## config.mk

```make
export PLATFORM = sky130hd
export DESIGN_NAME = csr_unit
export DESIGN_NICKNAME = d
export VERILOG_FILES = /design/src/hw/csr_pkg.sv /design/src/hw/csr_counters.sv /design/src/hw/csr_trap_ctrl.sv /design/src/hw/pmp_lookup.sv /design/src/hw/csr_unit.sv
export SDC_FILE = /design/constraint.sdc
export NUM_CORES = 1
export LEC_CHECK = 0
export BUFFER_PORTS_ARGS = -buffer_cell sky130_fd_sc_hd__buf_2
export CAP_MARGIN = 40
export CORE_MARGIN = 10
export CORE_UTILIZATION = 53
export CTS_BUF_LIST = sky130_fd_sc_hd__clkbuf_2 sky130_fd_sc_hd__clkbuf_4 sky130_fd_sc_hd__clkbuf_8
export DETAILED_ROUTE_END_ITERATION = 6
export MAX_ROUTING_LAYER = met4
export PLACE_DENSITY = 0.71
export SLEW_MARGIN = 20
export SYNTH_ARGS = -nofsm -noshare
export SYNTH_HDL_FRONTEND = slang
export SYNTH_SLANG_ARGS = --single-unit
```

## constraint.sdc

```tcl
create_clock -name clk_i -period 4.6 [get_ports clk_i]
set_clock_uncertainty 0.2 [all_clocks]
set_input_delay 0.46 -clock clk_i [delete_from_list [all_inputs] [get_ports clk_i]]
set_output_delay 0.46 -clock clk_i [all_outputs]
set_load 0.03 [all_outputs]
```

## src/hw/csr_pkg.sv

```systemverilog
package csr_pkg;

    typedef logic [31:0] word_t;
    typedef logic [63:0] dword_t;

    // implemented machine-mode and user counter CSRs
    typedef enum logic [11:0] {
        CSR_MSTATUS       = 12'h300,
        CSR_MISA          = 12'h301,
        CSR_MIE           = 12'h304,
        CSR_MTVEC         = 12'h305,
        CSR_MCOUNTINHIBIT = 12'h320,
        CSR_MSCRATCH      = 12'h340,
        CSR_MEPC          = 12'h341,
        CSR_MCAUSE        = 12'h342,
        CSR_MIP           = 12'h344,
        CSR_PMPCFG0       = 12'h3A0,
        CSR_PMPCFG1       = 12'h3A1,
        CSR_PMPCFG2       = 12'h3A2,
        CSR_PMPADDR0      = 12'h3B0,
        CSR_PMPADDR1      = 12'h3B1,
        CSR_PMPADDR2      = 12'h3B2,
        CSR_PMPADDR3      = 12'h3B3,
        CSR_PMPADDR4      = 12'h3B4,
        CSR_PMPADDR5      = 12'h3B5,
        CSR_PMPADDR6      = 12'h3B6,
        CSR_PMPADDR7      = 12'h3B7,
        CSR_PMPADDR8      = 12'h3B8,
        CSR_MCYCLE        = 12'hB00,
        CSR_MINSTRET      = 12'hB02,
        CSR_MCYCLEH       = 12'hB80,
        CSR_MINSTRETH     = 12'hB82,
        CSR_CYCLE         = 12'hC00,
        CSR_TIME          = 12'hC01,
        CSR_INSTRET       = 12'hC02,
        CSR_CYCLEH        = 12'hC80,
        CSR_TIMEH         = 12'hC81,
        CSR_INSTRETH      = 12'hC82,
        CSR_MVENDORID     = 12'hF11,
        CSR_MARCHID       = 12'hF12,
        CSR_MIMPID        = 12'hF13,
        CSR_MHARTID       = 12'hF14
    } csr_addr_e;

    typedef enum logic [1:0] {
        MTVEC_DIRECT   = 2'd0,
        MTVEC_VECTORED = 2'd1
    } mtvec_mode_e;

    localparam int MSTATUS_MIE_BIT  = 3;
    localparam int MSTATUS_MPIE_BIT = 7;

    localparam int MIE_MSI_BIT = 3;
    localparam int MIE_MTI_BIT = 7;
    localparam int MIE_MEI_BIT = 11;

    localparam word_t CAUSE_M_EXTERNAL = 32'd11;

    localparam word_t MISA_VALUE   = 32'h4000_0100; // MXL=1, I only
    localparam word_t MIMPID_VALUE = 32'd1;

    localparam int PMP_ENTRIES = 9;

    typedef enum logic [1:0] {
        PMP_OFF   = 2'd0,
        PMP_TOR   = 2'd1,
        PMP_NA4   = 2'd2,
        PMP_NAPOT = 2'd3
    } pmp_mode_e;

    typedef struct packed {
        logic       lock;
        logic [1:0] zero;
        pmp_mode_e  mode;
        logic [2:0] rwx;   // bit 0 read, bit 1 write, bit 2 execute
    } pmp_cfg_t;

    localparam logic [2:0] PMP_R = 3'b001;
    localparam logic [2:0] PMP_W = 3'b010;
    localparam logic [2:0] PMP_X = 3'b100;

    // word addresses, i.e. byte address >> 2
    localparam word_t PMP_ADDR [0:PMP_ENTRIES-1] = '{
        32'h0000_0000,  // bios
        32'h0000_0400,
        32'h0400_0000,  // system ram
        32'h0400_0400,
        32'h0800_0000,  // video ram
        32'h0800_0400,
        32'h3FC0_0001,  // 0xFF000004
        32'h3FC0_0002,  // 0xFF000008
        32'h3FFF_FFFF
    };

    localparam pmp_cfg_t PMP_CFG [0:PMP_ENTRIES-1] = '{
        '{lock: 1'b1, zero: 2'b00, mode: PMP_NAPOT, rwx: PMP_R | PMP_X},
        '{lock: 1'b1, zero: 2'b00, mode: PMP_OFF,   rwx: 3'b000},
        '{lock: 1'b1, zero: 2'b00, mode: PMP_NAPOT, rwx: PMP_R | PMP_W},
        '{lock: 1'b1, zero: 2'b00, mode: PMP_OFF,   rwx: 3'b000},
        '{lock: 1'b1, zero: 2'b00, mode: PMP_NAPOT, rwx: PMP_R | PMP_W},
        '{lock: 1'b1, zero: 2'b00, mode: PMP_OFF,   rwx: 3'b000},
        '{lock: 1'b1, zero: 2'b00, mode: PMP_NA4,   rwx: PMP_R | PMP_W},
        '{lock: 1'b1, zero: 2'b00, mode: PMP_NA4,   rwx: PMP_R},
        '{lock: 1'b1, zero: 2'b00, mode: PMP_TOR,   rwx: 3'b000}
    };

endpackage

```

## src/hw/csr_counters.sv

```systemverilog
`timescale 1ns/1ns

module csr_counters (
    input  logic            clk_i,
    input  logic            arst_n_i,
    input  logic            retired_i,
    input  csr_pkg::word_t  inhibit_i,
    input  csr_pkg::word_t  wr_data_i,
    input  logic            wr_cycle_lo_i,
    input  logic            wr_cycle_hi_i,
    input  logic            wr_instret_lo_i,
    input  logic            wr_instret_hi_i,
    input  logic            wr_time_lo_i,
    input  logic            wr_time_hi_i,
    output csr_pkg::dword_t cycle_o,
    output csr_pkg::dword_t instret_o,
    output csr_pkg::dword_t time_o
);
    import csr_pkg::*;

    dword_t cycle_q;
    dword_t instret_q;
    dword_t time_q;

    dword_t cycle_adv;   // value after this edge's increment
    dword_t instret_adv;
    dword_t time_adv;

    // a half write replaces one word, the other word keeps its advanced value
    function automatic dword_t merge_half(
        input dword_t adv,
        input logic   wr_lo,
        input logic   wr_hi,
        input word_t  data
    );
        dword_t val;
        val = adv;
        if (wr_lo)
            val[31:0] = data;
        if (wr_hi)
            val[63:32] = data;
        return val;
    endfunction

    assign cycle_adv   = inhibit_i[0] ? cycle_q : cycle_q + 64'd1;
    assign instret_adv = (retired_i && !inhibit_i[2]) ? instret_q + 64'd1 : instret_q;
    assign time_adv    = time_q + 64'd1;  // never inhibited

    always_ff @(posedge clk_i or negedge arst_n_i) begin
        if (!arst_n_i) begin
            cycle_q   <= '0;
            instret_q <= '0;
            time_q    <= '0;
        end else begin
            cycle_q   <= merge_half(cycle_adv, wr_cycle_lo_i, wr_cycle_hi_i, wr_data_i);
            instret_q <= merge_half(instret_adv, wr_instret_lo_i, wr_instret_hi_i, wr_data_i);
            time_q    <= merge_half(time_adv, wr_time_lo_i, wr_time_hi_i, wr_data_i);
        end
    end

    assign cycle_o   = cycle_q;
    assign instret_o = instret_q;
    assign time_o    = time_q;

endmodule

```

## src/hw/csr_trap_ctrl.sv

```systemverilog
`timescale 1ns/1ns

module csr_trap_ctrl (
    input  logic           clk_i,
    input  logic           arst_n_i,
    input  logic           interrupt_i,
    input  logic           meie_i,
    input  csr_pkg::word_t mtvec_i,
    input  logic           trap_i,
    input  csr_pkg::word_t trap_pc_i,
    input  csr_pkg::word_t trap_cause_i,
    input  logic           mret_i,
    input  logic           jmp_accept_i,
    input  csr_pkg::word_t wr_data_i,
    input  logic           wr_mstatus_i,
    input  logic           wr_mepc_i,
    output logic           jmp_req_o,
    output csr_pkg::word_t jmp_addr_o,
    output csr_pkg::word_t mstatus_o,
    output csr_pkg::word_t mepc_o,
    output csr_pkg::word_t mcause_o
);
    import csr_pkg::*;

    logic        mie_q;   // global interrupt enable
    logic        mpie_q;  // enable before the last trap
    word_t       mepc_q;
    word_t       mcause_q;

    logic        irq_take;
    logic        trap_take;
    logic        accept;
    mtvec_mode_e mode;
    word_t       base_addr;

    assign irq_take  = interrupt_i && meie_i && mie_q;
    assign trap_take = trap_i || irq_take;  // both enter through mtvec
    assign jmp_req_o = trap_take || mret_i;
    assign accept    = jmp_accept_i && jmp_req_o;

    assign mode      = mtvec_mode_e'(mtvec_i[1:0]);
    assign base_addr = {mtvec_i[31:2], 2'b00};

    // trap beats mret, sync trap beats interrupt
    always_comb begin
        jmp_addr_o = '0;
        if (trap_take) begin
            jmp_addr_o = base_addr;
            if (!trap_i && mode == MTVEC_VECTORED)
                jmp_addr_o = base_addr + (CAUSE_M_EXTERNAL << 2);
        end else if (mret_i) begin
            jmp_addr_o = mepc_q;
        end
    end

    always_ff @(posedge clk_i or negedge arst_n_i) begin
        if (!arst_n_i) begin
            mie_q    <= 1'b0;
            mpie_q   <= 1'b0;
            mepc_q   <= '0;
            mcause_q <= '0;
        end else begin
            // csr writes win over the trap update
            if (wr_mstatus_i) begin
                mie_q  <= wr_data_i[MSTATUS_MIE_BIT];
                mpie_q <= wr_data_i[MSTATUS_MPIE_BIT];
            end else if (accept && trap_take) begin
                mie_q  <= 1'b0;
                mpie_q <= mie_q;
            end else if (accept && mret_i) begin
                mie_q  <= mpie_q;
                mpie_q <= 1'b1;
            end

            if (wr_mepc_i)
                mepc_q <= wr_data_i;
            else if (accept && trap_take)
                mepc_q <= trap_pc_i;
            else if (accept && mret_i)
                mepc_q <= '0;

            if (accept && trap_i)
                mcause_q <= trap_cause_i;
            else if (accept && irq_take)
                mcause_q <= {1'b1, CAUSE_M_EXTERNAL[30:0]};  // interrupt flag in msb
            else if (accept && mret_i)
                mcause_q <= '0;
        end
    end

    always_comb begin
        mstatus_o                   = '0;
        mstatus_o[MSTATUS_MIE_BIT]  = mie_q;
        mstatus_o[MSTATUS_MPIE_BIT] = mpie_q;
    end

    assign mepc_o   = mepc_q;
    assign mcause_o = mcause_q;

endmodule

```

## src/hw/pmp_lookup.sv

```systemverilog
`timescale 1ns/1ns

module pmp_lookup (
    input  csr_pkg::word_t addr_i,
    output logic [2:0]     rwx_o
);
    import csr_pkg::*;

    word_t word_addr;
    logic  found;

    assign word_addr = {2'b00, addr_i[31:2]};  // table holds word addresses

    // first hit in table order wins
    always_comb begin
        found = 1'b0;
        rwx_o = PMP_CFG[PMP_ENTRIES-1].rwx;  // catch-all entry
        for (int i = 0; i < PMP_ENTRIES - 1; i++) begin
            if (!found) begin
                if (PMP_CFG[i].mode == PMP_NA4) begin
                    if (word_addr == PMP_ADDR[i]) begin
                        rwx_o = PMP_CFG[i].rwx;
                        found = 1'b1;
                    end
                end else if (word_addr < PMP_ADDR[i+1]) begin
                    // range runs up to the next entry's address
                    rwx_o = PMP_CFG[i].rwx;
                    found = 1'b1;
                end
            end
        end
    end

endmodule

```

## src/hw/csr_unit.sv

```systemverilog
`timescale 1ns/1ns

module csr_unit #(
    parameter csr_pkg::word_t HART_ID = 32'd0
) (
    input  logic               clk_i,
    input  logic               arst_n_i,
    input  logic               retired_i,
    input  logic               interrupt_i,
    input  logic               trap_i,
    input  csr_pkg::word_t     trap_pc_i,
    input  csr_pkg::word_t     trap_cause_i,
    input  logic               mret_i,
    input  logic               jmp_accept_i,
    input  logic               read_en_i,
    input  csr_pkg::csr_addr_e read_addr_i,
    input  logic               write_en_i,
    input  csr_pkg::csr_addr_e write_addr_i,
    input  csr_pkg::word_t     write_data_i,
    input  csr_pkg::word_t     lookup_a_addr_i,
    input  csr_pkg::word_t     lookup_b_addr_i,
    output logic               jmp_req_o,
    output csr_pkg::word_t     jmp_addr_o,
    output csr_pkg::word_t     read_data_o,
    output logic [2:0]         lookup_a_rwx_o,
    output logic [2:0]         lookup_b_rwx_o
);
    import csr_pkg::*;

    word_t  mtvec_q;
    word_t  mscratch_q;
    word_t  mcountinhibit_q;
    logic   msie_q;
    logic   mtie_q;
    logic   meie_q;
    word_t  read_data_q;

    logic   wr_mtvec, wr_mscratch, wr_inhibit, wr_mie;
    logic   wr_mstatus, wr_mepc;
    logic   wr_cycle_lo, wr_cycle_hi, wr_instret_lo, wr_instret_hi;
    logic   wr_time_lo, wr_time_hi;

    dword_t cycle, instret, time_cnt;
    word_t  mstatus, mepc, mcause;
    word_t  mie_word, mip_word;

    // one strobe per target register
    always_comb begin
        {wr_mtvec, wr_mscratch, wr_inhibit, wr_mie, wr_mstatus, wr_mepc} = '0;
        {wr_cycle_lo, wr_cycle_hi, wr_instret_lo, wr_instret_hi} = '0;
        {wr_time_lo, wr_time_hi} = '0;
        if (write_en_i) begin
            case (write_addr_i)
                CSR_MTVEC:                  wr_mtvec      = 1'b1;
                CSR_MSCRATCH:               wr_mscratch   = 1'b1;
                CSR_MCOUNTINHIBIT:          wr_inhibit    = 1'b1;
                CSR_MIE:                    wr_mie        = 1'b1;
                CSR_MSTATUS:                wr_mstatus    = 1'b1;
                CSR_MEPC:                   wr_mepc       = 1'b1;
                CSR_MCYCLE, CSR_CYCLE:      wr_cycle_lo   = 1'b1;
                CSR_MCYCLEH, CSR_CYCLEH:    wr_cycle_hi   = 1'b1;
                CSR_MINSTRET, CSR_INSTRET:  wr_instret_lo = 1'b1;
                CSR_MINSTRETH, CSR_INSTRETH: wr_instret_hi = 1'b1;
                CSR_TIME:                   wr_time_lo    = 1'b1;
                CSR_TIMEH:                  wr_time_hi    = 1'b1;
                default: ;                  // read-only or unimplemented
            endcase
        end
    end

    always_ff @(posedge clk_i or negedge arst_n_i) begin
        if (!arst_n_i) begin
            mtvec_q         <= '0;
            mscratch_q      <= '0;
            mcountinhibit_q <= '0;
            msie_q          <= 1'b0;
            mtie_q          <= 1'b0;
            meie_q          <= 1'b0;
        end else begin
            if (wr_mtvec)
                mtvec_q <= write_data_i;
            if (wr_mscratch)
                mscratch_q <= write_data_i;
            if (wr_inhibit)
                mcountinhibit_q <= write_data_i;
            if (wr_mie) begin
                msie_q <= write_data_i[MIE_MSI_BIT];
                mtie_q <= write_data_i[MIE_MTI_BIT];
                meie_q <= write_data_i[MIE_MEI_BIT];
            end
        end
    end

    always_comb begin
        mie_word              = '0;
        mie_word[MIE_MSI_BIT] = msie_q;
        mie_word[MIE_MTI_BIT] = mtie_q;
        mie_word[MIE_MEI_BIT] = meie_q;
        mip_word              = '0;  // timer and software pending stay low
        mip_word[MIE_MEI_BIT] = interrupt_i;
    end

    always_ff @(posedge clk_i or negedge arst_n_i) begin
        if (!arst_n_i) begin
            read_data_q <= '0;
        end else if (read_en_i) begin
            case (read_addr_i)
                CSR_MSTATUS:                 read_data_q <= mstatus;
                CSR_MISA:                    read_data_q <= MISA_VALUE;
                CSR_MIE:                     read_data_q <= mie_word;
                CSR_MTVEC:                   read_data_q <= mtvec_q;
                CSR_MCOUNTINHIBIT:           read_data_q <= mcountinhibit_q;
                CSR_MSCRATCH:                read_data_q <= mscratch_q;
                CSR_MEPC:                    read_data_q <= mepc;
                CSR_MCAUSE:                  read_data_q <= mcause;
                CSR_MIP:                     read_data_q <= mip_word;
                CSR_PMPCFG0:  read_data_q <= {PMP_CFG[3], PMP_CFG[2], PMP_CFG[1], PMP_CFG[0]};
                CSR_PMPCFG1:  read_data_q <= {PMP_CFG[7], PMP_CFG[6], PMP_CFG[5], PMP_CFG[4]};
                CSR_PMPCFG2:  read_data_q <= {24'd0, PMP_CFG[8]};
                CSR_PMPADDR0:                read_data_q <= PMP_ADDR[0];
                CSR_PMPADDR1:                read_data_q <= PMP_ADDR[1];
                CSR_PMPADDR2:                read_data_q <= PMP_ADDR[2];
                CSR_PMPADDR3:                read_data_q <= PMP_ADDR[3];
                CSR_PMPADDR4:                read_data_q <= PMP_ADDR[4];
                CSR_PMPADDR5:                read_data_q <= PMP_ADDR[5];
                CSR_PMPADDR6:                read_data_q <= PMP_ADDR[6];
                CSR_PMPADDR7:                read_data_q <= PMP_ADDR[7];
                CSR_PMPADDR8:                read_data_q <= PMP_ADDR[8];
                CSR_MCYCLE, CSR_CYCLE:       read_data_q <= cycle[31:0];
                CSR_MCYCLEH, CSR_CYCLEH:     read_data_q <= cycle[63:32];
                CSR_MINSTRET, CSR_INSTRET:   read_data_q <= instret[31:0];
                CSR_MINSTRETH, CSR_INSTRETH: read_data_q <= instret[63:32];
                CSR_TIME:                    read_data_q <= time_cnt[31:0];
                CSR_TIMEH:                   read_data_q <= time_cnt[63:32];
                CSR_MIMPID:                  read_data_q <= MIMPID_VALUE;
                CSR_MHARTID:                 read_data_q <= HART_ID;
                default:                     read_data_q <= '0;  // vendor/arch id read zero too
            endcase
        end else begin
            read_data_q <= '0;
        end
    end

    assign read_data_o = read_data_q;

    csr_counters u_counters (
        .clk_i           (clk_i),
        .arst_n_i        (arst_n_i),
        .retired_i       (retired_i),
        .inhibit_i       (mcountinhibit_q),
        .wr_data_i       (write_data_i),
        .wr_cycle_lo_i   (wr_cycle_lo),
        .wr_cycle_hi_i   (wr_cycle_hi),
        .wr_instret_lo_i (wr_instret_lo),
        .wr_instret_hi_i (wr_instret_hi),
        .wr_time_lo_i    (wr_time_lo),
        .wr_time_hi_i    (wr_time_hi),
        .cycle_o         (cycle),
        .instret_o       (instret),
        .time_o          (time_cnt)
    );

    csr_trap_ctrl u_trap_ctrl (
        .clk_i        (clk_i),
        .arst_n_i     (arst_n_i),
        .interrupt_i  (interrupt_i),
        .meie_i       (meie_q),
        .mtvec_i      (mtvec_q),
        .trap_i       (trap_i),
        .trap_pc_i    (trap_pc_i),
        .trap_cause_i (trap_cause_i),
        .mret_i       (mret_i),
        .jmp_accept_i (jmp_accept_i),
        .wr_data_i    (write_data_i),
        .wr_mstatus_i (wr_mstatus),
        .wr_mepc_i    (wr_mepc),
        .jmp_req_o    (jmp_req_o),
        .jmp_addr_o   (jmp_addr_o),
        .mstatus_o    (mstatus),
        .mepc_o       (mepc),
        .mcause_o     (mcause)
    );

    pmp_lookup u_pmp_a (
        .addr_i (lookup_a_addr_i),
        .rwx_o  (lookup_a_rwx_o)
    );

    pmp_lookup u_pmp_b (
        .addr_i (lookup_b_addr_i),
        .rwx_o  (lookup_b_rwx_o)
    );

endmodule

```

---- Yosys cells after proc, flatten, opt, wreduce, memory -nomap -nowiden ----
Cells that the tools add are included.
storage, ports and cells
  logic and storage cells ................. 216
  register bits after elaboration ......... 389
  input bits .............................. 193
operators by class
  multiplexer cells ....................... 104
  reduce and logical (&&, ||, !) cells .... 26
  add/sub/neg operators ................... 4
  equal/unequal tests ..................... 54
  $lt $le $gt $ge ......................... 12
operator list
  kind                                                                             number
  32-bit case mux with 27 select lines                                             1
  32-bit two-way mux                                                               15
  12-bit by 10-bit equality test with 1-bit output (second input constant)         26
  12-bit equality test (second input constant)                                     21
  64-bit by 1-bit adder with 64-bit output (second input constant)                 3
  64-bit two-way mux                                                               2
  30-bit equality test (second input constant)                                     4
  30-bit by 27-bit less-than comparator with 1-bit output (second input constant)  4
  30-bit by 28-bit less-than comparator with 1-bit output (second input constant)  4
  3-bit two-way mux                                                                30
  30-bit by 11-bit less-than comparator with 1-bit output (second input constant)  2
  30-bit less-than comparator (second input constant)                              2
  1-bit two-way mux                                                                56
  32-bit by 6-bit adder with 32-bit output (second input constant)                 1
  2-bit OR reduction                                                               8
  1-bit logical AND                                                                9
  3-bit nonzero test                                                               3
  2-bit by 1-bit != test with 1-bit output (second input constant)                 2
  2-bit nonzero test                                                               2
  2-bit by 1-bit equality test with 1-bit output (second input constant)           1
  1-bit zero test                                                                  2
  1-bit logical OR                                                                 2

---- Logic depth before layout (Yosys ltp) ----
  word-level depth ........................ 16
  mapped depth ............................ 9
  depth with buffers taken out ............ 8

---- Cells and area by module ----
A second synthesis with hierarchy kept.
second synthesis, totals
  cells, all modules ...................... 2662
  area, all modules ....................... 24054.3 um^2
by module, submodules not included
  module         sequential area each (um^2)  times used  cells each  area an instance (um^2)
  csr_counters   4804.6                       1           1319        11305.8
  csr_unit       3278.1                       1           790         8321.7
  csr_trap_ctrl  1651.6                       1           511         4141.5
  pmp_lookup     0.0                          2           21          142.6

---- Least setup slack after synthesis ----
No wires, ideal clock.
  kind .................................... input port to output port
  start ................................... input port trap_i
  end ..................................... output port jmp_addr_o[29]
  arrival time ............................ 2.672 ns
  data required time ...................... 3.940 ns
  path slack .............................. 1.268 ns
  stages on the path ...................... 7
  cell sequence ........................... or3b_1 -> clkbuf_1 -> a2111oi_4 -> and4_1 -> nand3_1 -> xor2_1 -> o21ai_0
on the way
  longest elaborated chain between the ends .. 4
RTL lines
  item                    RTL line             source
  from (decl)             csr_unit.sv:10       input logic trap_i,
  1-bit zero test         csr_trap_ctrl.sv:49  if (!trap_i && mode == MTVEC_VECTORED)
  1-bit logical AND       csr_trap_ctrl.sv:49
  32-bit two-way mux      csr_trap_ctrl.sv:49
  32-bit two-way mux (*)  csr_trap_ctrl.sv:47  if (trap_take) begin
  to (decl)               csr_unit.sv:23       output csr_pkg::word_t jmp_addr_o,
Mark *: on every way between the ends. The rest lies on a longest branch, timed or not.

---- Worst setup path in the final report ----
  start ................................... register mtvec_q[1]
  end ..................................... output port jmp_addr_o[31]
on the way
  longest elaborated chain between the ends .. 4
RTL lines
  item                                            RTL line             source
  from (decl)                                     csr_unit.sv:30       word_t mtvec_q;
  from (signal assigned)                          csr_unit.sv:81       mtvec_q <= write_data_i;
  2-bit by 1-bit equality test with 1-bit output  csr_trap_ctrl.sv:49
  1-bit logical AND                               csr_trap_ctrl.sv:49
  32-bit two-way mux                              csr_trap_ctrl.sv:49
  32-bit two-way mux                              csr_trap_ctrl.sv:47
Every way passes these cells.

==> results_dict.tcl <==
set metrics [dict create \
    synth_edf_count 0 \
    grt_max_degree 107 \
    pin_count 264 \
    worstSkewPairLatency_ns 0.69 \
    r2r_end "u_counters.cycle_o[44]" \
    fmax_mhz 241.6 \
    grt_pass1_vias 21950 \
    dieArea_sq_mm 0.05147 \
    cts_resized 0 \
    crit_type "reg -> out" \
    crit_path_start_kind "flip-flop" \
    max-cap-violations 0 \
    antenna_left 0 \
    synth_warnings 0 \
    hold_depth 3 \
    rsz0062_at_grt "false" \
    vdd_drop_max_mv 0.3229 \
    port_buffers 259 \
    min_to "u_counters.time_o[57]" \
    synth_most_common_cell "dfrtp_1" \
    holdWs_ns 0.06428 \
    h-tree-depth 3 \
    hold_start "write_data_i[25]" \
    gr-total-overflow 0 \
    synth.net_count 2769 \
    powerDensity_mw_per_mm2 315.2 \
    final_nets 3059 \
    crit_family "simple AND/OR/NAND/NOR gates" \
    cts_tree "yes" \
    hold_viol 0 \
    synthTopCellsByCount "389 x dfrtp_1, 294 x nand2_1, 247 x nor2_1" \
    routed_wl_um 100400 \
    min_period_ns 4.139 \
    gp_routability_congestion 1.047 \
    synth-async-reset-ratio_pct 100.0 \
    cts.sinks 389 \
    slowest_delay_ns 0.62 \
    cts_hold_buffers 82 \
    cts_made_buffers 69 \
    p_leak_nw 11.36 \
    dieHeight_um 226.9 \
    cp_cell_sequence "or3b_1, a2111oi_4, and4_1, nand3_1, xor2_1, a21oi_1, buf_2" \
    dp_hpwl_um 71800 \
    drive_gt1_share_pct 20.63 \
    synth_top_area_share_pct 42.92 \
    syn_area_sq_mm 0.02268 \
    r2r-start "u_counters.cycle_o[12]" \
    grt_pass1_wl_um 145800 \
    synth-main-ff-cell "dfrtp_1" \
    antenna_found_initial 3 \
    start_util_pct 53.83 \
    grt_usage_pct 39.60 \
    cts_root_buf "clkbuf_8" \
    syn_inst 2572 \
    clk_pin_slew_ns 0.06 \
    avgRoutedWirePerCell_um 29.06 \
    syn_to_final_growth_pct 19.03 \
    synth_area_leaders "dfrtp_1 43%, xnor2_1 5.1%, nand2_1 4.9%" \
    seq_area_frac_synth_pct 42.92 \
    yosysUniqueCellTypes 75 \
    route.detailed.drc 1 \
    hp-class "in -> reg" \
    period_share_pct 89.98 \
    crit_start "mtvec_q[1]" \
    avgSynthCellArea_sq_um 8.819 \
    cp.required_ns 3.94 \
    violations "design-rule violations" \
    r2r_slack_ns 1.25 \
    clk_path_buf_depth 3 \
    synth_seq_cells 389 \
    cp_max_fo 7 \
    slew_violations 0 \
    cp.buffers_inverters 1 \
    fin_tns_setup_ns 0 \
    cp-end-kind "primary output" \
    dr.pass1.iters 7 \
    vias_per_cell 6.671 \
    drt_iter0_drc 3433 \
    reg2regPathDepth 6 \
    slew_headroom_pct 40.91 \
    arrival_ns 3.48 \
    worst_slew_pin_slew_ns 0.8782 \
    rows 75 \
    outcome "finished with violations" \
    core_area_sq_mm 0.04213 \
    yosys.area.top_type "dfrtp_1" \
    postCtsSetupBuffers 0 \
    setup_violations 0 \
    die_x_um 226.9 \
    crit_path_top_delay_cell "a2111oi_4" \
    dr_total_vias 23050 \
]
-- layer usage --
metal	vias to the layer above	routed length (um)	GRT usage, %
li1	9838	-	-
met1	11280	38860	50.94
met2	1588	44750	57.97
met3	344	11410	9.367
met4	0	5367	19.13
met5	-	0	-
-- kinds of logic (layout without fill, tap and decap cells) --
group	after synthesis	in the layout	synth area share, %
simple gates	1019	1019	22.27
compound gates	583	583	15.98
fa+ha+maj	4	4	0.2207
mux	128	128	6.189
other cells	0	3	0
flops	389	389	42.92
buf+inv	227	568	3.850
xor+xnor	222	222	8.572
-- cell usage in the layout (no fill, tap or decap), drive strengths merged, types with 30 or more instances in the layout --
cell	count
dfrtp	389
buf	324
nand2	294
nor2	247
a21oi	174
nand3	165
o21ai	159
xnor2	131
a22oi	123
clkbuf	110
mux2	98
xor2	91
dlygate4sd3	82
nor3	68
nand4	59
nor4	42
inv	40
mux2i	30
-- metrics by stage --
step	worst slack, ns	power, W	cell area, sq um	util (%)	cells
floorplan	1.268	0.004314	22680	-	2572
global route	0.3812	0.008758	27000	64.07	3455
detailed placement	1.056	0.004826	24650	58.50	3247
finish	0.4610	0.008509	27000	64.07	3455
global placement	1.062	0.004798	24540	58.24	3240
CTS	0.4684	0.008478	26980	64.04	3451
-- worst register-to-register path, stage by stage (launching register included) --
cell and delay [ns]:
dfrtp_1 0.46, nand3_1 0.21, nor4_2 0.75, nand4_1 0.84, nor4_1 0.49, xnor2_1 0.17
a21oi_1 0.09
-- report_power, final --
part	internal (W)	switching, W	leakage (nW)	total, W
Clock	0.00207	0.00156	0.794	0.00363
Combinational	0.000374	0.000655	5.45	0.00103
Sequential	0.00360	0.000251	5.12	0.00385
Total	0.00604	0.00247	11.4	0.00851
-- worst max-delay path by stage --
stage / endpoint / cells after the start
finish: jmp_addr_o[31] / 7
floorplan: jmp_addr_o[29] / 7
global placement: jmp_addr_o[31] / 8
global route: jmp_addr_o[31] / 7
detailed placement: jmp_addr_o[31] / 8
CTS: jmp_addr_o[31] / 7
-- state kept, by name, summed over array words and instances, names as in the netlist --
name and cells:
u_counters.cycle_o 64, u_counters.instret_o 64, u_counters.time_o 64, mcountinhibit_q 32, mscratch_q 32, mtvec_q 32, read_data_o 32, u_trap_ctrl.mcause_o 32
u_trap_ctrl.mepc_o 32, meie_q 1, msie_q 1, mtie_q 1, u_trap_ctrl.mie_q 1, u_trap_ctrl.mpie_q 1
-- area by class of cell --
type                       count  area (sq um)
fill                        3557         15140
multi-input combinational   1956         12190
sequential                   389          9734
timing repair buffer         407          2726
clock buffer                 109          1338
tap                          539         674.4
clock inverter                13         178.9
inverter                      39         146.4
antenna                        3         7.507
Power figures use the tool's default switching activity.
